File: src/kpu_isa_pkg.sv
package kpu_isa_pkg;

  typedef logic [31:0] word_t;
  typedef logic [4:0]  reg_idx_t;
  typedef logic [5:0]  opcode_t;
  typedef logic [15:0] imm_t;
  typedef logic [7:0]  mem_addr_t;

  // Register form of the opcode word
  typedef struct packed {
    logic [10:0] spare;
    reg_idx_t    src2;
    reg_idx_t    src1;
    reg_idx_t    src0;
    opcode_t     opcode;
  } opword_reg_t;

  // Immediate form, imm sits on top of src2
  typedef struct packed {
    imm_t     imm;
    reg_idx_t src1;
    reg_idx_t src0;
    opcode_t  opcode;
  } opword_imm_t;

  typedef union packed {
    opword_reg_t r;
    opword_imm_t i;
  } opword_t;

  // Zero decodes as HALT, as does anything not listed
  localparam opcode_t OP_HALT = 6'd0;
  localparam opcode_t OP_LDI  = 6'd1;
  localparam opcode_t OP_ADD  = 6'd2;
  localparam opcode_t OP_SUB  = 6'd3;
  localparam opcode_t OP_AND  = 6'd4;
  localparam opcode_t OP_OR   = 6'd5;
  localparam opcode_t OP_XOR  = 6'd6;
  localparam opcode_t OP_SHL  = 6'd7;
  localparam opcode_t OP_SHR  = 6'd8;
  localparam opcode_t OP_SRA  = 6'd9;
  localparam opcode_t OP_LD   = 6'd10;
  localparam opcode_t OP_ST   = 6'd11;
  localparam opcode_t OP_JZ   = 6'd12;
  localparam opcode_t OP_OUT  = 6'd13;
  localparam opcode_t OP_TIME = 6'd14;

  localparam int NUM_REGS    = 32;
  localparam int PC_REG      = 31;
  localparam int MEM_DEPTH   = 256;
  localparam int OUT_CREDITS = 2;
  localparam int CREDIT_W    = $clog2(OUT_CREDITS + 1);

  typedef logic [CREDIT_W-1:0] credit_t;

endpackage

File: src/kpu_ctrl_pkg.sv
package kpu_ctrl_pkg;

  // Which unit owns the shared bus this cycle
  typedef enum logic [3:0] {
    BUS_NONE,
    BUS_REG,
    BUS_TMP0,
    BUS_TMP1,
    BUS_MLU,
    BUS_TIMER,
    BUS_MEM,
    BUS_CTRL_DATA,
    BUS_IMM
  } bus_src_e;

  typedef enum logic [1:0] {
    SEL_SRC0,
    SEL_SRC1,
    SEL_SRC2,
    SEL_PC
  } reg_sel_e;

  typedef enum logic [2:0] {
    MLU_ADD,
    MLU_SUB,
    MLU_AND,
    MLU_OR,
    MLU_XOR,
    MLU_SHL,
    MLU_SHR,
    MLU_SRA
  } mlu_op_e;

  // One microstep, all-zero is a bus idle cycle
  typedef struct packed {
    bus_src_e   bus_src;
    reg_sel_e   reg_sel;
    logic       reg_we;
    logic       tmp0_we;
    logic       tmp1_we;
    logic       mem_we;
    logic       opword_we;
    logic       out_push;
    mlu_op_e    mlu_op;
    logic [7:0] ctrl_data;
  } ctrl_word_t;

  typedef enum logic [1:0] {
    SEQ_IDLE,
    SEQ_FETCH,
    SEQ_EXEC,
    SEQ_HALTED
  } seq_state_e;

  typedef logic [1:0] ustep_t;

endpackage

File: src/control_logic.sv
module control_logic
  import kpu_isa_pkg::*;
  import kpu_ctrl_pkg::*;
(
  input  logic       clk,
  input  logic       rst_n,
  input  logic       run,
  input  opcode_t    opcode,
  input  logic       mlu_zero,
  input  logic       credit_avail,
  output ctrl_word_t ctrl,
  output word_t      timer,
  output logic       halted
);

  seq_state_e state;
  ustep_t     step;
  logic       out_stall;
  logic       stop;

  // Fetch: pc to tmp0, mem to opword, 1 to tmp1, pc+1 back to pc
  function automatic ctrl_word_t fetch_uop(ustep_t s);
    ctrl_word_t cw;
    cw = '0;
    case (s)
      2'd0: begin
        cw.bus_src = BUS_REG;
        cw.reg_sel = SEL_PC;
        cw.tmp0_we = 1'b1;
      end
      2'd1: begin
        cw.bus_src   = BUS_MEM;
        cw.opword_we = 1'b1;
      end
      2'd2: begin
        cw.bus_src   = BUS_CTRL_DATA;
        cw.ctrl_data = 8'd1;
        cw.tmp1_we   = 1'b1;
      end
      default: begin
        cw.bus_src = BUS_MLU;
        cw.mlu_op  = MLU_ADD;
        cw.reg_sel = SEL_PC;
        cw.reg_we  = 1'b1;
      end
    endcase
    return cw;
  endfunction

  function automatic mlu_op_e alu_op(opcode_t op);
    case (op)
      OP_SUB:  return MLU_SUB;
      OP_AND:  return MLU_AND;
      OP_OR:   return MLU_OR;
      OP_XOR:  return MLU_XOR;
      OP_SHL:  return MLU_SHL;
      OP_SHR:  return MLU_SHR;
      OP_SRA:  return MLU_SRA;
      default: return MLU_ADD;
    endcase
  endfunction

  // Execute table, indexed by opcode and microstep
  function automatic ctrl_word_t exec_uop(opcode_t op, ustep_t s);
    ctrl_word_t cw;
    cw = '0;
    case (op)
      OP_LDI: begin
        cw.bus_src = BUS_IMM;
        cw.reg_we  = 1'b1;
      end
      OP_TIME: begin
        cw.bus_src = BUS_TIMER;
        cw.reg_we  = 1'b1;
      end
      OP_ADD, OP_SUB, OP_AND, OP_OR, OP_XOR, OP_SHL, OP_SHR, OP_SRA: begin
        cw.bus_src = (s == 2'd2) ? BUS_MLU : BUS_REG;
        cw.reg_sel = (s == 2'd0) ? SEL_SRC1 : (s == 2'd1) ? SEL_SRC2 : SEL_SRC0;
        cw.tmp0_we = (s == 2'd0);
        cw.tmp1_we = (s == 2'd1);
        cw.reg_we  = (s == 2'd2);
        cw.mlu_op  = alu_op(op);
      end
      OP_LD, OP_ST: begin
        cw.bus_src = (s == 2'd1 && op == OP_LD) ? BUS_MEM : BUS_REG;
        cw.reg_sel = (s == 2'd0) ? SEL_SRC1 : SEL_SRC0;
        cw.tmp0_we = (s == 2'd0);
        cw.reg_we  = (s == 2'd1) && (op == OP_LD);
        cw.mem_we  = (s == 2'd1) && (op == OP_ST);
      end
      OP_JZ: begin
        // Last step writes pc only when the condition holds
        cw.bus_src = (s == 2'd0) ? BUS_REG : (s == 2'd1) ? BUS_CTRL_DATA : BUS_IMM;
        cw.reg_sel = (s == 2'd0) ? SEL_SRC0 : SEL_PC;
        cw.tmp0_we = (s == 2'd0);
        cw.tmp1_we = (s == 2'd1);
        cw.mlu_op  = MLU_OR;
      end
      OP_OUT: begin
        cw.bus_src  = BUS_REG;
        cw.out_push = 1'b1;
      end
      default: cw = '0;
    endcase
    return cw;
  endfunction

  function automatic ustep_t last_step(opcode_t op);
    case (op)
      OP_LD, OP_ST: return 2'd1;
      OP_ADD, OP_SUB, OP_AND, OP_OR, OP_XOR, OP_SHL, OP_SHR, OP_SRA, OP_JZ: return 2'd2;
      default: return 2'd0;
    endcase
  endfunction

  function automatic logic is_stop(opcode_t op);
    return (op == OP_HALT) || (op > OP_TIME);
  endfunction

  assign out_stall = (opcode == OP_OUT) && !credit_avail;
  assign stop      = is_stop(opcode);
  assign halted    = (state == SEQ_HALTED);

  always_comb begin
    ctrl = '0;
    case (state)
      SEQ_FETCH: ctrl = fetch_uop(step);
      SEQ_EXEC: begin
        ctrl = exec_uop(opcode, step);
        if (opcode == OP_JZ && step == 2'd2) begin
          ctrl.reg_we = mlu_zero;
        end
        if (opcode == OP_OUT) begin
          ctrl.out_push = credit_avail;
        end
      end
      default: ctrl = '0;
    endcase
  end

  always_ff @(posedge clk or negedge rst_n) begin
    if (!rst_n) begin
      state <= SEQ_IDLE;
      step  <= '0;
    end else begin
      case (state)
        SEQ_IDLE: begin
          if (run) begin
            state <= SEQ_FETCH;
            step  <= '0;
          end
        end
        SEQ_FETCH: begin
          if (step == 2'd3) begin
            state <= SEQ_EXEC;
            step  <= '0;
          end else begin
            step <= step + ustep_t'(1);
          end
        end
        SEQ_EXEC: begin
          if (stop) begin
            state <= SEQ_HALTED;
          end else if (!out_stall) begin
            if (step == last_step(opcode)) begin
              state <= SEQ_FETCH;
              step  <= '0;
            end else begin
              step <= step + ustep_t'(1);
            end
          end
        end
        default: state <= SEQ_HALTED;
      endcase
    end
  end

  // Cycle counter, free running from reset
  always_ff @(posedge clk or negedge rst_n) begin
    if (!rst_n) begin
      timer <= '0;
    end else begin
      timer <= timer + word_t'(1);
    end
  end

endmodule

File: config.mk
export PLATFORM = sky130hd
export DESIGN_NAME = control_logic
export DESIGN_NICKNAME = d
export VERILOG_FILES = /design/src/kpu_isa_pkg.sv /design/src/kpu_ctrl_pkg.sv /design/src/control_logic.sv
export SDC_FILE = /design/constraint.sdc
export NUM_CORES = 1
export LEC_CHECK = 0
export ABC_AREA = 1
export BUFFER_PORTS_ARGS = -buffer_cell sky130_fd_sc_hd__buf_4
export CAP_MARGIN = 20
export CELL_PAD_IN_SITES_DETAIL_PLACEMENT = 1
export CELL_PAD_IN_SITES_GLOBAL_PLACEMENT = 1
export CORE_UTILIZATION = 38
export DETAILED_ROUTE_END_ITERATION = 8
export MAX_ROUTING_LAYER = met4
export PLACE_DENSITY_LB_ADDON = 0.1
export SLEW_MARGIN = 40
export SYNTH_ARGS = -nofsm -noshare
export SYNTH_HDL_FRONTEND = slang
export SYNTH_SLANG_ARGS = --single-unit
export TNS_END_PERCENT = 50
File: constraint.sdc
create_clock -name clk -period 1.75 [get_ports clk]
set_input_delay 0.0875 -clock clk [delete_from_list [all_inputs] [get_ports clk]]
set_output_delay 0.0875 -clock clk [all_outputs]
set_load 0.02 [all_outputs]
==> impl_results.md, run 1 <==
* Status: complete, but fails checks
* Violated checks: DRC, setup timing
* Reg2reg path depth at 7
* Count of state elements after synthesis at 36
* Crit. path cell count at 9
* Static power due to leakage at approximately 1.7 nW
* Vert. Die Dim at about 84 µm
* Total area of sequential cells at 902 µm²
* Final Hold Fails at 0
* DRC violations left at 14
* Crit path buf inv count at 3
* Distinct cell type count of the synthesized netlist at 34
* Post-synthesis sequential area ratio at between 30% and 40%
* Number of ports placed on the die boundary at 67
* Site row count at 29
* Final setup margin at -34.9 ps
* Worst-Skew Late Latency at 290 ps
* Number of levels the H-tree was split into at 2
* Post-DP HPWL at 5.70 mm
* WS Path Type: flop to output pin
* Clock-pin slew of the registers on the worst-case setup and hold paths at around 70 ps
* Largest driver fanout on the critical path at 4
* Pin count of the biggest net entering global routing at 37
* Remaining global-route overflow at 0
* Hold Slack at 277 ps
* Post-DRT Antenna Nets at 0
* Full die area at 7030 µm²
* Non-filler instance count after layout at around 490
* Launching point of the worst reg2reg path: timer[1]
* Critical Path, Cell by Cell: inv_2 > ha_2 > inv_2 > nand2_1 > a21oi_2 > nand3_1 > nand2_1 > a21oi_2 > buf_4
* Antenna violations before repair at 0
* GRT Total Usage at 22.4%
* Routability congestion estimate from global placement at roughly 0.95
* Floorplan die width at 83.9 µm
* Post-synth design cell area at about 2500 µm²
* Post-route clock period utilization at 102%
* Number of fill cells in the layout at 797
* Total power divided by cell area at 915 nW/µm²
* Critical path launch point: step[0]
* Number of buffer cells added on primary ports at 59
* Number of clock sinks at 36
* Area of the placeable core at approximately 6400 µm²
* Iteration-0 DRC Markers at 86
* Number of global-route vias before repair at 2493
* Max stage delay on crit path at 420 ps
* Area of the multi-input gates at 1600 µm²
* Top library cells by usage in the layout, fill and taps aside: sky130_fd_sc_hd__nand2_1 (73), sky130_fd_sc_hd__buf_4 (72), sky130_fd_sc_hd__dfrtp_1 (35)
* Fraction of final layout cells with drive strength greater than 1 at roughly a third
* Crit start category: flop
* Minimum period implied by the final worst setup slack at 1780 ps
* Max-slew violation count at 0
* Synthesized netlist cell count at 331
* Critical path data required time at roughly 1700 ps
* Class of the most critical hold timing path: primary input to flop
* Vias at 2521
* Number of diodes added for antenna fixing at 0
* Crit path max-delay cell type: sky130_fd_sc_hd__dfrtp_2
* Setup repair after global routing missed its margin: true
* Via density at 5.16
* Area growth, synth to finish at 34.3%
* Maximum clock frequency at ~560 MHz
* Count of synthesis-stage warnings from yosys at 0
* Clock tree from TritonCTS: yes
* Most common library cell in the layout ignoring fill and taps: sky130_fd_sc_hd__nand2_1
* First-pass GRT wire length at roughly 12 mm
* Number of optimization iterations in the first detailed-route pass at 9
* Max Cap Violations at 0
* Detailed-route wire length per cell at ~15 µm
* Dominant delay contributor by cell family on the critical path: flip-flops
* Mean instance size in the synthesized netlist at 7.69 µm²
* Starting Density at 39.6%
* CTS buffer count at 5
* Total Wirelength at 7.53 mm
* DP Cell Count at 474
* Final setup violation count at 1
* Final total power at 3.13 mW
* Worst Path Arrival at 1700 ps
* CTS Root Cell: sky130_fd_sc_hd__clkbuf_8
* Final worst clock skew at roughly 6.3 ps
* Worst Setup End Kind: output pin
* Maximum clock insertion buffer count at 2
* Final net count at 435
* Worst IR Drop VDD at 0.761 mV
* Startpoint of the lowest-slack hold path: run
* Number of cells on the worst hold path at 7
area by class of cell:
| cell class | count | share of cell area, % |
|---|---|---|
| Multi-Input combinational cell | 252 | 46.7 |
| Sequential cell | 36 | 26.4 |
| Timing Repair Buffer | 76 | 17.1 |
| Inverter | 41 | 4.76 |
| Tap cell | 77 | 2.82 |
| Clock buffer | 6 | 2.12 |
| Clock inverter | 1 | 0.146 |
sequential cells by signal, indices dropped and copies added, names as in the netlist:
name,cells
timer,32
step,2
state,2
what timing repair did:
action                                  CTS  global route
hold buffers                              1             0
hold endpoints to repair                 36             0
pin swaps                                 2             6
resized for setup                        17            28
gates cloned                              0             0
buffers inserted                          3             4
endpoints found under the setup margin   14            11
metrics by stage:
step	setup TNS [ps]	instance area, µm²	util, %	setup slack (ps)
5_1_grt	-495	3420	53.2	-129
3_3_place_gp	0	3120	48.5	161
4_1_cts	-7.93	3280	51.1	-5.53
2_1_floorplan	0	2570	-	19.9
6_report	-34.9	3420	53.2	-34.9
3_5_place_dp	0	3120	48.5	88.8
final timing paths:
| path | end | slack, ps |
|---|---|---|
| max | ctrl[19] | -30 |
| min | state[0] | 280 |
| max reg2reg | timer[24] | 130 |
| min reg2reg | timer[30] | 500 |
| max in group asynchronous | step[0] | 1100 |
| min in group asynchronous | timer[21] | 300 |
synth_stat cells:
| master | count | share of area (%) |
|---|---|---|
| sky130_fd_sc_hd__a21boi_0 | 1 | 0.29 |
| sky130_fd_sc_hd__nor3_2 | 3 | 1.2 |
| sky130_fd_sc_hd__inv_2 | 7 | 1.0 |
| sky130_fd_sc_hd__nor4_1 | 2 | 0.49 |
| sky130_fd_sc_hd__buf_4 | 8 | 2.4 |
| sky130_fd_sc_hd__nand4_1 | 14 | 3.4 |
| sky130_fd_sc_hd__nand3b_1 | 2 | 0.59 |
| sky130_fd_sc_hd__nand3_1 | 26 | 5.1 |
| sky130_fd_sc_hd__nand2_1 | 75 | 11 |
| sky130_fd_sc_hd__a21oi_1 | 8 | 1.6 |
| sky130_fd_sc_hd__nor2_8 | 1 | 0.79 |
| sky130_fd_sc_hd__dfrtp_1 | 36 | 35 |
| sky130_fd_sc_hd__nor2_2 | 5 | 1.2 |
| sky130_fd_sc_hd__o32ai_1 | 1 | 0.34 |
| sky130_fd_sc_hd__nor3_1 | 10 | 2.0 |
| sky130_fd_sc_hd__nand2_2 | 3 | 0.74 |
| sky130_fd_sc_hd__and3_1 | 2 | 0.49 |
| sky130_fd_sc_hd__inv_1 | 33 | 4.9 |
| sky130_fd_sc_hd__nand2_4 | 1 | 0.44 |
| sky130_fd_sc_hd__clkinv_2 | 1 | 0.20 |
| sky130_fd_sc_hd__or3_1 | 1 | 0.25 |
| sky130_fd_sc_hd__xor2_1 | 19 | 6.5 |
| sky130_fd_sc_hd__ha_1 | 12 | 5.9 |
| sky130_fd_sc_hd__o22ai_1 | 3 | 0.74 |
| sky130_fd_sc_hd__nand4_4 | 2 | 1.7 |
| sky130_fd_sc_hd__conb_1 | 1 | 0.15 |
| sky130_fd_sc_hd__o21ai_1 | 3 | 0.59 |
| sky130_fd_sc_hd__nor2_1 | 33 | 4.9 |
| sky130_fd_sc_hd__o21ai_0 | 4 | 0.79 |
| sky130_fd_sc_hd__nor3b_1 | 1 | 0.29 |
| sky130_fd_sc_hd__nor2_4 | 2 | 0.88 |
| sky130_fd_sc_hd__o211ai_1 | 1 | 0.29 |
| sky130_fd_sc_hd__xnor2_1 | 9 | 3.1 |
| sky130_fd_sc_hd__nand3_2 | 1 | 0.39 |
worst register-to-register path, stage by stage (launching register included):
cell	delay (ps)
sky130_fd_sc_hd__dfrtp_1	430
sky130_fd_sc_hd__ha_1	290
sky130_fd_sc_hd__nand2_4	110
sky130_fd_sc_hd__nor2_8	120
sky130_fd_sc_hd__nand3_2	130
sky130_fd_sc_hd__nor2_2	170
sky130_fd_sc_hd__nand4_1	120
sky130_fd_sc_hd__xnor2_1	150
per-layer routing:
layer	GRT usage, %	part of all wire (%)	vias up
met2	34.5	48	50
met1	30.1	46	1234
met3	4.15	4.5	10
met4	6.74	1.2	0
met5	-	0	-
li1	-	-	1227
power by group:
part	switching, mW	internal, mW	total [mW]
registers	0.0372	0.873	0.910
clock network	0.300	0.271	0.571
logic	0.969	0.679	1.65
total	1.31	1.82	3.13
cell families after synthesis:
group	Yosys count	synth area share, %
other	1	0.147
buffers and inverters	49	8.45
XOR/XNOR	28	9.63
adder cells (fa/ha/maj)	12	5.90
flip-flops	36	35.4
AO/OA/AOI/OAI	21	4.62
AND/OR/NAND/NOR	184	35.9
Power figures use the tool's default switching activity.
==> run 2: changes to the inputs <==
--- a/config.mk
+++ b/config.mk
@@ -10,7 +10,7 @@
 export CAP_MARGIN = 20
 export CELL_PAD_IN_SITES_DETAIL_PLACEMENT = 1
 export CELL_PAD_IN_SITES_GLOBAL_PLACEMENT = 1
-export CORE_UTILIZATION = 38
+export CORE_UTILIZATION = 35
 export DETAILED_ROUTE_END_ITERATION = 8
 export MAX_ROUTING_LAYER = met4
 export PLACE_DENSITY_LB_ADDON = 0.1
==> run 2 against run 1 <==
The flow now finishes without violations. Utilization decreased by 4.0 points. Design area shrank 0.51%. First-iteration DRC count is 40% lower. Critical endpoint is now ctrl[15]. Worst setup slack gained 81 ps. Total power decreased by 5.1%. Combinational power fell by 14%. Critical path type unchanged. Non-clock buffer count decreased by 2.
==> impl_results.md, run 2 (synthesis gave the netlist of run 1 again) <==
* Pin count of the biggest net entering global routing at 37
* Setup repair after global routing missed its margin: true
* Max stage delay on crit path at 380 ps
* Number of levels the H-tree was split into at 2
* Switching fraction of total power at 39.5%
* Final Hold Fails at 0
* Maximum clock insertion buffer count at 2
* Critical Path, Cell by Cell: inv_2 > ha_4 > nand2_4 > inv_2 > o21ai_1 > a21oi_1 > buf_4
* Class of the most critical hold timing path: primary input to flop
* Part of the total power dissipated in combinational logic at a little under half
* Maximum clock frequency at 587 MHz
* Post-DRT Antenna Nets at 0
* Total power divided by cell area at 873 nW/µm²
* Number of ports placed on the die boundary at 67
* Power share of the clock group at between 20% and 30%
* Site row count at 30
* CTS Root Cell: sky130_fd_sc_hd__clkbuf_8
* DRC violations left at 0
* Minimum period implied by the final worst setup slack at 1700 ps
* Critical path data required time at 1660 ps
* WS Path Type: flop to output pin
* Clock tree from TritonCTS: yes
* Full die area at 7620 µm²
* Crit start category: flop
* Via density at roughly 4.8
* Static power due to leakage at roughly 1.7 nW
* Most frequent CP cell: sky130_fd_sc_hd__inv_2
* Max Cap Violations at 0
* Routing usage on met3 at 3.22%
* Fraction of final layout cells with drive strength greater than 1 at 31.5%
* Net load switching power at 1.17 mW
* Iteration-0 DRC Markers at 52
* Detailed-route wire length per cell at 13.8 µm
* Most Crowded Layer GR: met2
* Global-route track usage on met2 at about 29%
* Final setup margin at 46.4 ps
* CTS buffer count at 5
* Cell internal pwr at 1.80 mW
* Vert. Die Dim at 87.3 µm
* Top library cells by usage in the layout, fill and taps aside: sky130_fd_sc_hd__nand2_1 (73), sky130_fd_sc_hd__buf_4 (72), sky130_fd_sc_hd__dfrtp_1 (35)
* Worst Path Arrival at between 1500 and 2000 ps
* Starting Density at 36.9%
* Status: complete, no violations
* Clock-pin slew of the registers on the worst-case setup and hold paths at around 60 ps
* Register with the most flip-flops: timer
* Number of global-route vias before repair at 2344
* Registers with the most flip-flops: timer x32, state x2, step x2
* Crit path max-delay cell type: sky130_fd_sc_hd__dfrtp_1
* Number of fill cells in the layout at 871
* Number of buffer cells added on primary ports at between 50 and 60
* Max-slew violation count at 0
* Final setup violation count at 0
* Most common library cell in the layout ignoring fill and taps: sky130_fd_sc_hd__nand2_1
* Routability congestion estimate from global placement at approximately 0.84
* Number of flip-flops in the largest register at 32
* Vias at 2420
* Finished Core Util at 49.3%
* First-pass GRT wire length at 11.3 mm
* Number of clock sinks at 36
* Final net count at 433
* Worst Setup End Kind: output pin
* Sequential fraction of design power at between 30% and 40%
* Area growth, synth to finish at 33.6%
* Met1 usage at between 20% and 30%
* Number of optimization iterations in the first detailed-route pass at 4
* Worst IR Drop VDD at 0.604 mV
* Worst slack after detailed placement at between 80 and 90 ps
* Post-route clock period utilization at 97.3%
* Remaining global-route overflow at 0
* Instance area after placement at 3150 µm²
* Final worst clock skew at 5.08 ps
* Antenna violations before repair at 0
* GRT Total Usage at slightly below 20%
* Floorplan die width at 87.3 µm
* Total Wirelength at about 7.0 mm
* Number of diodes added for antenna fixing at 0
* Post-DP HPWL at 5.55 mm
* Worst-Skew Late Latency at approximately 290 ps
* Design area at 3400 µm²
* Largest driver fanout on the critical path at 6
* Area of the placeable core at 6910 µm²
* Final total power at 2.97 mW
[run 2: routing by layer]
| layer | vias up | wire length, µm |
|---|---|---|
| li1 | 1216 | - |
| met1 | 1156 | 3620 |
| met2 | 41 | 3110 |
| met3 | 7 | 216 |
| met4 | 0 | 46 |
| met5 | - | 0 |
[run 2: metrics by stage]
stage | hold slack [ps] | cells | TNS, ps
2_1_floorplan | -208 | 337 | 0
3_3_place_gp | 79.8 | 494 | 0
3_5_place_dp | 80.5 | 494 | 0
4_1_cts | 287 | 505 | 0
5_1_grt | 315 | 506 | -70.5
6_report | 295 | 506 | 0
[run 2: layout make-up]
| class | instances | area (µm²) | area share [%] |
|---|---|---|---|
| clock buffer | 7 | 96.3 | 2.83 |
| inverter | 41 | 160 | 4.71 |
| multi-input combinational | 252 | 1560 | 45.9 |
| sequential | 36 | 902 | 26.5 |
| tap | 96 | 120 | 3.53 |
| timing repair buffer | 74 | 562 | 16.5 |
[run 2: path summary, 6_finish.rpt]
check                            end  slack (ps)  depth (start not counted)  startpoint
max reg2reg                timer[24]         160                          7    timer[1]
min                         state[0]         290                          7         run
min in group asynchronous  timer[22]         300                          2       rst_n
max in group asynchronous    step[0]        1090                          2       rst_n
min reg2reg                timer[31]         500                          2   timer[31]
max                         ctrl[15]          50                          7    state[1]
[run 2: what timing repair did]
action | CTS | global route
pin swaps | 0 | 6
setup endpoints to repair | 12 | 11
hold endpoints to repair | 36 | 0
gates resized for setup | 19 | 16
buffers inserted | 3 | 1
hold buffers | 1 | 0
[run 2: power groups by stage]
stage,registers (mW),clock network (mW),logic [mW]
floorplan,0.931,0,0.710
global placement,0.920,0,1.11
detailed placement,0.923,0,1.12
CTS,0.905,0.663,1.32
global route,0.913,0.695,1.53
finish,0.909,0.639,1.42
[run 2: worst max-delay path, delay by kind of cell (launching register included)]
| kind | cells | cell delay (ps) |
|---|---|---|
| compound gates | 2 | 230 |
| simple gates | 1 | 80 |
| flops | 1 | 380 |
| fa+ha+maj | 1 | 300 |
| buf+inv | 3 | 330 |
==> run 3: changes to the inputs <==
--- a/config.mk
+++ b/config.mk
@@ -10,6 +10,7 @@
 export CAP_MARGIN = 20
 export CELL_PAD_IN_SITES_DETAIL_PLACEMENT = 1
 export CELL_PAD_IN_SITES_GLOBAL_PLACEMENT = 1
+export CORE_ASPECT_RATIO = 2
 export CORE_UTILIZATION = 35
 export DETAILED_ROUTE_END_ITERATION = 8
 export MAX_ROUTING_LAYER = met4
==> constraint.sdc (replaced) <==
create_clock -name clk -period 1.89 [get_ports clk]
set_input_delay 0.0945 -clock clk [delete_from_list [all_inputs] [get_ports clk]]
set_output_delay 0.0945 -clock clk [all_outputs]
set_load 0.02 [all_outputs]
==> run 3 against run 2 <==
Clock power increased by 29%. Total power decreased by 2.9%. Via count increased by 4.3%. Design area decreased by 1.8%. Largest cell class unchanged.
==> impl_results.md, run 3 (synthesis gave the netlist of run 1 again) <==
* Final Hold Fails at 0
* Number of ports placed on the die boundary at 67
* DP Cell Count at ~480
* Minimum period implied by the final worst setup slack at 1820 ps
* Maximum clock frequency at 548 MHz
* DRC violations left at 0
* Number of global-route vias before repair at roughly 2700
* Setup repair after global routing missed its margin: false
* CTS buffer count at 5
* Register with the most flip-flops: timer
* Starting Density at 36.4%
* Area of the placeable core at between 6000 and 7000 µm²
* Crit start category: flop
* Area growth, synth to finish at 31.3%
* Worst Setup End Kind: output pin
* Vert. Die Dim at ~120 µm
* Worst IR Drop VDD at 0.583 mV
* Class of the most critical hold timing path: primary input to asynchronous set/reset pin
* Routability congestion estimate from global placement at approximately 0.94
* Registers with the most flip-flops: timer x32, state x2, step x2
* Max Cap Violations at 0
* Site row count at 43
* Number of flip-flops in the largest register at 32
* Status: complete, no violations
* Final setup violation count at 0
* Static power due to leakage at 1.72 nW
* Design area at 3340 µm²
* Total power divided by cell area at 863 nW/µm²
* Worst Path Arrival at 1730 ps
* Most common library cell in the layout ignoring fill and taps: sky130_fd_sc_hd__nand2_1
* Final total power at 2.88 mW
* Number of buffer cells added on primary ports at 59
* Final worst clock skew at roughly 4.6 ps
* Critical path data required time at 1800 ps
* Max-slew violation count at 0
* Clock-pin slew of the registers on the worst-case setup and hold paths at 50 ps
* Via density at 5.08
* Detailed-route wire length per cell at roughly 16 µm
* First-pass GRT wire length at around 13 mm
* Maximum clock insertion buffer count at 2
* Remaining global-route overflow at 0
* Full die area at 7640 µm²
* Post-DP HPWL at between 6 and 7 mm
* Worst-Skew Late Latency at about 280 ps
* Floorplan die width at 62.3 µm
* Non-filler instance count after layout at slightly below 500
* Sum of negative setup slack at 0 ps
* Largest driver fanout on the critical path at 6
* Fraction of final layout cells with drive strength greater than 1 at 27.5%
* Post-route clock period utilization at a little over nine tenths
* Total Wirelength at 8.19 mm
* Clock tree from TritonCTS: yes
* Number of levels the H-tree was split into at 2
* Vias at between 2000 and 3000
* Number of optimization iterations in the first detailed-route pass at 4
* WS Path Type: flop to output pin
* Number of clock sinks at 36
* Final net count at 429
* Iteration-0 DRC Markers at slightly above 80
* Post-DRT Antenna Nets at 0
* GRT Total Usage at 23.0%
* Antenna violations before repair at 0
* CTS Root Cell: sky130_fd_sc_hd__clkbuf_16
* Hold Slack at 307 ps
* Pin count of the biggest net entering global routing at 37
* Number of diodes added for antenna fixing at 0
* Instance area after placement at 3110 µm²
* Top library cells by usage in the layout, fill and taps aside: sky130_fd_sc_hd__nand2_1 (74), sky130_fd_sc_hd__buf_4 (69), sky130_fd_sc_hd__dfrtp_1 (35)
## run 3: cell count changes in the layout (fill, tap and decap cells not counted), sizes merged
cell	before	now
clkbuf	7	8
buf	73	69
## run 3: path summary, 6_finish.rpt
kind,startpoint,end,slack (ps),cells past startpoint
worst max-delay path,state[1],ctrl[14],70,5
worst min-delay path,rst_n,timer[27],310,2
worst max register to register,timer[1],timer[24],230,7
worst min register to register,timer[30],timer[30],500,1
max in group asynchronous,rst_n,step[0],1190,2
min in group clk,run,state[1],310,7
## run 3: worst max-delay path, cell delays in order, from the launching register on
cell and delay [ps]:
sky130_fd_sc_hd__dfrtp_1 400, sky130_fd_sc_hd__inv_2 90, sky130_fd_sc_hd__ha_4 300, sky130_fd_sc_hd__nand2_2 110
sky130_fd_sc_hd__o32ai_1 340, sky130_fd_sc_hd__buf_4 210
## run 3: layout make-up
type	count	area, µm²
multi-input combinational	252	1500
tap	90	113
fill	889	3650
inverter	41	155
timing repair buffer	70	528
clock buffer	8	146
sequential	36	902
## run 3: routing by layer
metal | vias to the layer above | share of wire, % | GRT usage (%)
met1 | 1217 | 33 | 19.5
li1 | 1204 | - | -
met3 | 32 | 2.2 | 1.95
met4 | 0 | 6.6 | 16.9
met5 | - | 0 | -
met2 | 72 | 58 | 45.7
## run 3: metrics by stage
step | utilization, % | setup WS [ps]
2_1_floorplan | - | 153
3_3_place_gp | 44.5 | 205
3_5_place_dp | 44.5 | 82.4
4_1_cts | 47.3 | 1.42
5_1_grt | 47.8 | 10.4
6_report | 47.8 | 66.4
## run 3: where the power goes
part           leakage [nW]  switching, mW  internal, mW
Clock                0.0712          0.298         0.526
Sequential            0.482         0.0327         0.809
Combinational          1.17          0.749         0.469
## run 3: what timing repair did
action	in CTS	in global routing
setup endpoints to repair	11	9
hold endpoints to repair	36	0
pin swaps	0	1
hold buffers	1	0
resized for setup	4	10
buffers inserted	3	1
